[src/tsc_pkg.sv]
package tsc_pkg;

	typedef logic [15:0] word_t;
	typedef logic [1:0]  reg_addr_t;
	typedef logic [3:0]  opcode_t;
	typedef logic [5:0]  func_t;

	localparam opcode_t op_rtype = 4'd15;
	localparam opcode_t op_adi   = 4'd4;
	localparam opcode_t op_ori   = 4'd5;
	localparam opcode_t op_lhi   = 4'd6;
	localparam opcode_t op_jmp   = 4'd9;

	localparam func_t fn_add = 6'd0;
	localparam func_t fn_sub = 6'd1;
	localparam func_t fn_and = 6'd2;
	localparam func_t fn_orr = 6'd3;
	localparam func_t fn_not = 6'd4;
	localparam func_t fn_tcp = 6'd5;
	localparam func_t fn_shl = 6'd6;
	localparam func_t fn_shr = 6'd7;
	localparam func_t fn_wwd = 6'd28;
	localparam func_t fn_hlt = 6'd29;

	localparam int num_regs = 4;

	typedef enum logic [3:0] {
		alu_add, alu_sub, alu_and, alu_orr,
		alu_not, alu_tcp, alu_shl, alu_shr,
		alu_pass_b // LHI, immediate straight through
	} alu_op_t;

	typedef struct packed {
		alu_op_t alu_op;
		logic    alu_src; // b operand from imm instead of rt
		logic    reg_write;
		logic    is_jmp;
		logic    is_wwd;
		logic    is_hlt;
	} ctrl_t;

	typedef struct packed {
		word_t pc;
		word_t inst;
	} if_id_t;

	typedef struct packed {
		ctrl_t     ctrl;
		word_t     pc;
		reg_addr_t rs;
		reg_addr_t rt;
		reg_addr_t dest;
		word_t     rs_data;
		word_t     rt_data;
		word_t     imm; // extended immediate or jump target
	} id_ex_t;

	typedef struct packed {
		ctrl_t     ctrl;
		reg_addr_t dest;
		word_t     result;
		word_t     rs_val; // forwarded rs, for WWD
	} ex_wb_t;

	typedef struct packed {
		logic      en;
		reg_addr_t addr;
		word_t     data;
	} reg_wr_t;

endpackage

[src/cpu.sv]
`timescale 1ns/1ns

module cpu (
	input  logic           reset_n,
	input  logic           arst_n,
	output logic           read_m1,
	output tsc_pkg::word_t address1,
	input  tsc_pkg::word_t data1,
	output tsc_pkg::word_t output_port,
	output tsc_pkg::word_t num_inst,
	output logic           is_halted
);
	import tsc_pkg::*;

	if_id_t fetched, if_q;
	id_ex_t decoded, id_q;
	ex_wb_t executed, ex_q;
	logic if_valid, id_valid, ex_valid;
	reg_addr_t rs, rt;
	word_t rs_data, rt_data;
	reg_wr_t wr;
	logic redirect_valid;
	word_t redirect_target;
	logic halted;

	fetch_unit i_fetch (.reset_n, .arst_n, .redirect_valid, .redirect_target, .halted,
		.read_m1, .address1, .data1, .fetched);

	stage_reg #(.payload_t(if_id_t)) i_if_id (.reset_n, .arst_n, .flush(redirect_valid),
		.hold(halted), .d(fetched), .d_valid(read_m1), .q(if_q), .q_valid(if_valid));

	decode_unit i_decode (.fetched(if_q), .rs_data, .rt_data, .rs, .rt, .decoded);

	register_file i_regs (.reset_n, .arst_n, .rs, .rt, .rs_data, .rt_data, .wr);

	stage_reg #(.payload_t(id_ex_t)) i_id_ex (.reset_n, .arst_n, .flush(redirect_valid),
		.hold(halted), .d(decoded), .d_valid(if_valid), .q(id_q), .q_valid(id_valid));

	execute_unit i_execute (.stage(id_q), .stage_valid(id_valid), .wr, .redirect_valid,
		.redirect_target, .result(executed));

	stage_reg #(.payload_t(ex_wb_t)) i_ex_wb (.reset_n, .arst_n, .flush(1'b0),
		.hold(halted), .d(executed), .d_valid(id_valid), .q(ex_q), .q_valid(ex_valid));

	retire_unit i_retire (.reset_n, .arst_n, .stage(ex_q), .stage_valid(ex_valid), .wr,
		.output_port, .num_inst, .is_halted, .halted);

endmodule

[src/decode_unit.sv]
`timescale 1ns/1ns

module decode_unit (
	input  tsc_pkg::if_id_t   fetched,
	input  tsc_pkg::word_t    rs_data,
	input  tsc_pkg::word_t    rt_data,
	output tsc_pkg::reg_addr_t rs,
	output tsc_pkg::reg_addr_t rt,
	output tsc_pkg::id_ex_t   decoded
);
	import tsc_pkg::*;

	opcode_t opcode;
	func_t func;
	reg_addr_t rd;
	reg_addr_t dest;
	logic [7:0] imm8;
	logic [11:0] target;
	ctrl_t ctrl;
	word_t imm;

	assign opcode = fetched.inst[15:12];
	assign rs     = fetched.inst[11:10];
	assign rt     = fetched.inst[9:8];
	assign rd     = fetched.inst[7:6];
	assign func   = fetched.inst[5:0];
	assign imm8   = fetched.inst[7:0];
	assign target = fetched.inst[11:0];

	always_comb begin
		ctrl = '0; // unknown codes fall out as no-ops
		dest = rt; // immediates write rt
		case (opcode)
			op_rtype: begin
				dest = rd;
				ctrl.reg_write = 1'b1;
				case (func)
					fn_add: ctrl.alu_op = alu_add;
					fn_sub: ctrl.alu_op = alu_sub;
					fn_and: ctrl.alu_op = alu_and;
					fn_orr: ctrl.alu_op = alu_orr;
					fn_not: ctrl.alu_op = alu_not;
					fn_tcp: ctrl.alu_op = alu_tcp;
					fn_shl: ctrl.alu_op = alu_shl;
					fn_shr: ctrl.alu_op = alu_shr;
					fn_wwd: begin
						ctrl.reg_write = 1'b0;
						ctrl.is_wwd = 1'b1;
					end
					fn_hlt: begin
						ctrl.reg_write = 1'b0;
						ctrl.is_hlt = 1'b1;
					end
					default: ctrl = '0;
				endcase
			end
			op_adi: ctrl = '{alu_op: alu_add, alu_src: 1'b1, reg_write: 1'b1, default: 1'b0};
			op_ori: ctrl = '{alu_op: alu_orr, alu_src: 1'b1, reg_write: 1'b1, default: 1'b0};
			op_lhi: ctrl = '{alu_op: alu_pass_b, alu_src: 1'b1, reg_write: 1'b1, default: 1'b0};
			op_jmp: ctrl.is_jmp = 1'b1;
			default: ctrl = '0;
		endcase
	end

	always_comb begin
		case (opcode)
			op_ori:  imm = {8'h00, imm8};
			op_lhi:  imm = {imm8, 8'h00};
			op_jmp:  imm = {fetched.pc[15:12], target}; // stays inside the current 4k page
			default: imm = {{8{imm8[7]}}, imm8};
		endcase
	end

	assign decoded = '{ctrl: ctrl, pc: fetched.pc, rs: rs, rt: rt, dest: dest,
		rs_data: rs_data, rt_data: rt_data, imm: imm};

endmodule

[src/execute_unit.sv]
`timescale 1ns/1ns

module execute_unit (
	input  tsc_pkg::id_ex_t  stage,
	input  logic             stage_valid,
	input  tsc_pkg::reg_wr_t wr,
	output logic             redirect_valid,
	output tsc_pkg::word_t   redirect_target,
	output tsc_pkg::ex_wb_t  result
);
	import tsc_pkg::*;

	word_t a;
	word_t rt_val;
	word_t b;
	word_t y;

	// forward from write-back
	assign a      = (wr.en && wr.addr == stage.rs) ? wr.data : stage.rs_data;
	assign rt_val = (wr.en && wr.addr == stage.rt) ? wr.data : stage.rt_data;
	assign b      = stage.ctrl.alu_src ? stage.imm : rt_val;

	always_comb begin
		case (stage.ctrl.alu_op)
			alu_add:    y = a + b;
			alu_sub:    y = a - b;
			alu_and:    y = a & b;
			alu_orr:    y = a | b;
			alu_not:    y = ~a;
			alu_tcp:    y = ~a + 16'd1;
			alu_shl:    y = {a[14:0], 1'b0};
			alu_shr:    y = {a[15], a[15:1]}; // arithmetic
			alu_pass_b: y = b;
			default:    y = '0;
		endcase
	end

	assign redirect_valid  = stage_valid && stage.ctrl.is_jmp;
	assign redirect_target = stage.imm;

	assign result = '{ctrl: stage.ctrl, dest: stage.dest, result: y, rs_val: a};

endmodule

[src/fetch_unit.sv]
`timescale 1ns/1ns

module fetch_unit (
	input  logic            reset_n,
	input  logic            arst_n,
	input  logic            redirect_valid,
	input  tsc_pkg::word_t  redirect_target,
	input  logic            halted,
	output logic            read_m1,
	output tsc_pkg::word_t  address1,
	input  tsc_pkg::word_t  data1,
	output tsc_pkg::if_id_t fetched
);
	import tsc_pkg::*;

	word_t pc;
	logic running; // set on the first edge out of reset

	always_ff @(posedge reset_n or negedge arst_n) begin
		if (!arst_n) begin
			pc <= '0;
			running <= 1'b0;
		end else begin
			running <= 1'b1;
			if (!halted) begin
				if (redirect_valid)
					pc <= redirect_target;
				else if (read_m1)
					pc <= pc + 16'd1;
			end
		end
	end

	assign read_m1  = running && !halted;
	assign address1 = pc;
	assign fetched  = '{pc: pc, inst: data1}; // memory answers in the same cycle

	a_pc_frozen: assert property (@(posedge reset_n) disable iff (!arst_n)
		halted |=> $stable(pc));

endmodule

[src/register_file.sv]
`timescale 1ns/1ns

module register_file (
	input  logic               reset_n,
	input  logic               arst_n,
	input  tsc_pkg::reg_addr_t rs,
	input  tsc_pkg::reg_addr_t rt,
	output tsc_pkg::word_t     rs_data,
	output tsc_pkg::word_t     rt_data,
	input  tsc_pkg::reg_wr_t   wr
);
	import tsc_pkg::*;

	word_t regs [num_regs];

	always_ff @(posedge reset_n or negedge arst_n) begin
		if (!arst_n)
			regs <= '{default: '0};
		else if (wr.en)
			regs[wr.addr] <= wr.data;
	end

	// write-through so decode sees the value retiring this cycle
	assign rs_data = (wr.en && wr.addr == rs) ? wr.data : regs[rs];
	assign rt_data = (wr.en && wr.addr == rt) ? wr.data : regs[rt];

endmodule

[src/retire_unit.sv]
`timescale 1ns/1ns

module retire_unit (
	input  logic             reset_n,
	input  logic             arst_n,
	input  tsc_pkg::ex_wb_t  stage,
	input  logic             stage_valid,
	output tsc_pkg::reg_wr_t wr,
	output tsc_pkg::word_t   output_port,
	output tsc_pkg::word_t   num_inst,
	output logic             is_halted,
	output logic             halted
);
	import tsc_pkg::*;

	logic halt_q;
	logic live; // a real instruction retires this cycle

	assign live = stage_valid && !halt_q;
	assign wr = '{en: live && stage.ctrl.reg_write, addr: stage.dest, data: stage.result};

	always_ff @(posedge reset_n or negedge arst_n) begin
		if (!arst_n) begin
			halt_q <= 1'b0;
			num_inst <= '0;
			output_port <= '0;
		end else if (live) begin
			num_inst <= num_inst + 16'd1; // HLT counts too
			if (stage.ctrl.is_wwd)
				output_port <= stage.rs_val;
			if (stage.ctrl.is_hlt)
				halt_q <= 1'b1;
		end
	end

	assign halted    = halt_q;
	assign is_halted = halt_q;

	a_count_frozen: assert property (@(posedge reset_n) disable iff (!arst_n)
		halt_q |=> $stable(num_inst));

endmodule

[src/stage_reg.sv]
`timescale 1ns/1ns

module stage_reg #(
	parameter type payload_t = logic
) (
	input  logic     reset_n,
	input  logic     arst_n,
	input  logic     flush,
	input  logic     hold,
	input  payload_t d,
	input  logic     d_valid,
	output payload_t q,
	output logic     q_valid
);

	always_ff @(posedge reset_n or negedge arst_n) begin
		if (!arst_n)
			q_valid <= 1'b0;
		else if (flush) // flush wins over hold
			q_valid <= 1'b0;
		else if (!hold)
			q_valid <= d_valid;
	end

	always_ff @(posedge reset_n) begin
		if (!hold)
			q <= d;
	end

	a_flush_kills: assert property (@(posedge reset_n) disable iff (!arst_n)
		flush |=> !q_valid);

endmodule

[config.mk]
export PLATFORM = sky130hd
export DESIGN_NAME = cpu
export DESIGN_NICKNAME = d
export VERILOG_FILES = /design/src/tsc_pkg.sv /design/src/cpu.sv /design/src/decode_unit.sv /design/src/execute_unit.sv /design/src/fetch_unit.sv /design/src/register_file.sv /design/src/retire_unit.sv /design/src/stage_reg.sv
export SDC_FILE = /design/constraint.sdc
export NUM_CORES = 1
export LEC_CHECK = 0
export BUFFER_PORTS_ARGS = -buffer_cell sky130_fd_sc_hd__buf_2
export CAP_MARGIN = 20
export CORE_MARGIN = 2
export CORE_UTILIZATION = 55
export CTS_CLUSTER_DIAMETER = 120
export CTS_CLUSTER_SIZE = 20
export DETAILED_ROUTE_END_ITERATION = 10
export HOLD_SLACK_MARGIN = 0.12
export PLACE_DENSITY = 0.79
export REMOVE_ABC_BUFFERS = 1
export SYNTH_ARGS = -nofsm -noshare
export SYNTH_HDL_FRONTEND = slang
export SYNTH_SLANG_ARGS = --single-unit
export TNS_END_PERCENT = 30
[constraint.sdc]
create_clock -name reset_n -period 9.3 [get_ports reset_n]
set_input_delay 0.465 -clock reset_n [delete_from_list [all_inputs] [get_ports reset_n]]
set_output_delay 0.465 -clock reset_n [all_outputs]
set_load 0.03 [all_outputs]
==> metrics.csv <==
stage;metric;value;unit
grt;largest net degree at the start of global routing;72;
pwr;LEAKAGE;5.47;nW
floorplan;Site Rows;55;
grt;first-pass GRT wire length;46700;um
final_layout;diodes inserted;0;
critical_path;Arr. time, crit path;5.33;ns
synthesis;Yosys warnings;0;
sta;Final Skew;0.0150;ns
routing;Pre-Repair DR Iteration Count;5;
final_layout;commonest cells after routing, fill and taps aside;mux2_2 (120), edfxtp_1 (120), dfrtp_1 (117);
routing;wire per inst;21.1;um
cts;Clk Latency, worst-skew pair;0.49;ns
sta;final slew viol count;0;
cts;Post-CTS Setup Inserts;0;
routing;via count;8920;
routing;total wire length;29900;um
cts;CTS max path bufs;3;
sta;FMAX;0.196;GHz
placement;Placed Area;13400;um2
grt;vias in the first global route;8489;
critical_path;Max Fanout on Critical Path;13;
final_layout;Fill cells;1778;
sta;final setup vio count;0;
synthesis;Synth Cell Area;12900;um2
floorplan;Die Wd;157;um
synthesis;Mean Syn Cell Area;12.1;um2
cts;Root Driver;clkbuf_16;
floorplan;Starting Density;56.5;%
sta;endpoints failing hold;0;
critical_path;CP Class;reg -> reg;
synthesis;cells after synthesis;1065;
critical_path;CP startpoint kind;register;
worst_hold_path;hold crit path type;in -> reg;
sta;worst rel slew slack;30.2;%
floorplan;Die Y;157;um
placement;gpl congestion;0.945;
sta;RSZ-0062 raised after global routing;false;
sta;final worst path period need;5.11;ns
grt;initial antenna violation count;0;
routing;Antenna Nets Post-Route;0;
synthesis;synthesis-stage register bit count;237;
cts;H-tree levels;1;
cts;CTS Sinks;237;
floorplan;Core Box Area;22800;um2
sta;period utilisation layout;54.9;%
synthesis;asr flop ratio synth;49.4;%
run_status;status;finished, final reports clean;
synthesis;sequential area share after synthesis;50.8;%
pwr;Pwr Density;234;nW/um2
final_layout;register area;6530;um2
sta;final setup TNS;0;ns
final_layout;layout net count;1140;
grt;Total Routing Usage GR;24.4;%
pwr;Worst VDD drop;0.152;mV
floorplan;Die Area;24600;um2
flow_run;Max-Cap Viols;0;
placement;post-DP HPWL;20900;um
cts;CTS tree;done;
critical_path;Worst setup EP type;register;
sta;Slew @ Worst Pin;1.04;ns
floorplan;I/O pins;68;
cts;Clock transition at path regs;0.08;ns
cts;total CTS buffers;15;
synthesis;Synth cell types;67;
routing;drt via density;6.27;
routing;DRC violations left;0;
final_layout;ratio of cells with drive above 1 in the final layout;24.6;%
placement;port bufs;67;
final_layout;Final Cell Area;13900;um2
routing;Detailed Route Iter0 Violations;1055;
grt;global route overflow;0;
synthesis;dominant synthesized flop cell;edfxtp_1;
critical_path;WP data required;9.52;ns
final_layout;multi-input logic area;5980;um2
synthesis;Post-synth EDFFs;120;
final_layout;Syn-to-layout area delta;7.83;%
==> what timing repair did <==
| action | 4_1_cts | 5_1_grt |
|---|---|---|
| hold buffers | 1 | 0 |
| gates resized for setup | 0 | 0 |
| hold endpoints to repair | 47 | 0 |
| setup endpoints to repair | 0 | 0 |
==> routing by layer <==
metal	part of all wire (%)	track usage [%]	vias up
met3	7.1	3.63	58
li1	-	-	4051
met2	47	38.6	394
met5	0	0	-
met1	43	34.6	4417
met4	3.5	8.43	0
==> synth_stat cells, drive strengths merged, types with 15 or more instances <==
library cell / number / area, um2
mux2: 121 / 1370
edfxtp: 120 / 3600
dfrtp: 117 / 2930
nand2: 82 / 310
nor2: 59 / 221
a21oi: 57 / 285
clkbuf: 50 / 188
o21ai: 44 / 220
xnor2: 35 / 307
mux4: 32 / 721
mux2i: 29 / 303
nand3: 29 / 145
xor2: 27 / 274
inv: 26 / 97.6
ha: 21 / 263
nor3: 19 / 111
o22ai: 18 / 113
nor2b: 17 / 106
o31ai: 15 / 140
==> stage by stage <==
| stage | worst slack [ns] | hold slack (ns) | std cells | utilization (%) | power [mW] |
|---|---|---|---|---|---|
| finish | 4.19 | 0.141 | 1422 | 60.9 | 3.24 |
| global route | 3.85 | 0.135 | 1422 | 60.9 | 3.41 |
| CTS | 4.24 | 0.129 | 1421 | 60.8 | 3.25 |
| detailed placement | 4.29 | 0.406 | 1394 | 58.9 | 2.60 |
| global placement | 4.42 | 0.401 | 1394 | 58.9 | 2.55 |
| floorplan | 4.59 | 0.169 | 1003 | - | 2.31 |
==> path summary, 6_finish.rpt <==
kind	start	endpoint	slack, ns	cells past startpoint
setup / recovery	i_retire.halted	i_ex_wb.q[31]	4.19	18
hold / removal	data1[15]	i_if_id.q[15]	0.14	1
setup reg to reg	i_retire.halted	i_ex_wb.q[31]	4.19	18
hold reg to reg	i_id_ex.q[70]	i_ex_wb.q[34]	0.43	0
max in group asynchronous	arst_n	i_retire.num_inst[7]	7.45	3
min in group asynchronous	arst_n	i_regs.regs[2]	0.51	2
==> cell type report <==
| cell class | instances | area share (%) |
|---|---|---|
| Clock inverter | 2 | 0.0992 |
| Clock buffer | 24 | 2.95 |
| Multi-Input combinational cell | 740 | 43.1 |
| Sequential cell | 237 | 47.1 |
| Timing Repair Buffer | 80 | 3.21 |
| Tap cell | 313 | 2.82 |
| Inverter | 26 | 0.722 |
==> sequential cells by signal (all words and copies together), names as in the netlist <==
signal,flops
i_fetch.running,1
i_retire.halted,1
i_retire.output_port,16
i_retire.num_inst,16
i_regs.regs,64
i_ex_wb.q,37
i_if_id.q_valid,1
i_if_id.q,20
i_ex_wb.q_valid,1
i_fetch.address1,16
i_id_ex.q,63
i_id_ex.q_valid,1
==> power by group <==
part           total (mW)  leakage [nW]  switching (mW)  internal, mW
logic                1.00          2.65           0.544         0.456
clock network       0.653         0.204           0.346         0.307
registers            1.59          2.62           0.202          1.39
==> cells by family (layout without fill, tap and decap cells) <==
| group | after synthesis | count (layout) | share of synthesized area (%) |
|---|---|---|---|
| other | 1 | 1 | 0.0292 |
| xor gates and xnor gates | 62 | 62 | 4.51 |
| DFF | 237 | 237 | 50.8 |
| and+or+nand+nor | 260 | 260 | 9.99 |
| muxes | 182 | 182 | 18.6 |
| AOI/OAI and AO/OA | 213 | 213 | 10.9 |
| adders and majority gates | 22 | 22 | 2.20 |
| buffers and inverters | 88 | 132 | 3.00 |
==> critical path, stage by stage (launching register included) <==
cell	delay, ns
dfrtp_1	0.52
nand3b_4	0.37
nor3_2	0.25
buf_4	0.24
mux2i_1	0.09
o21ai_0	0.46
inv_1	0.19
ha_1	0.33
nand2_1	0.05
a21boi_0	0.27
ha_1	0.28
nor2b_1	0.14
o2111ai_1	0.28
a211oi_1	0.18
o31ai_1	0.46
o21a_1	0.24
nor2_1	0.06
a221oi_1	0.32
nand3_1	0.11
Note: power is estimated with default switching activity, not from simulation.
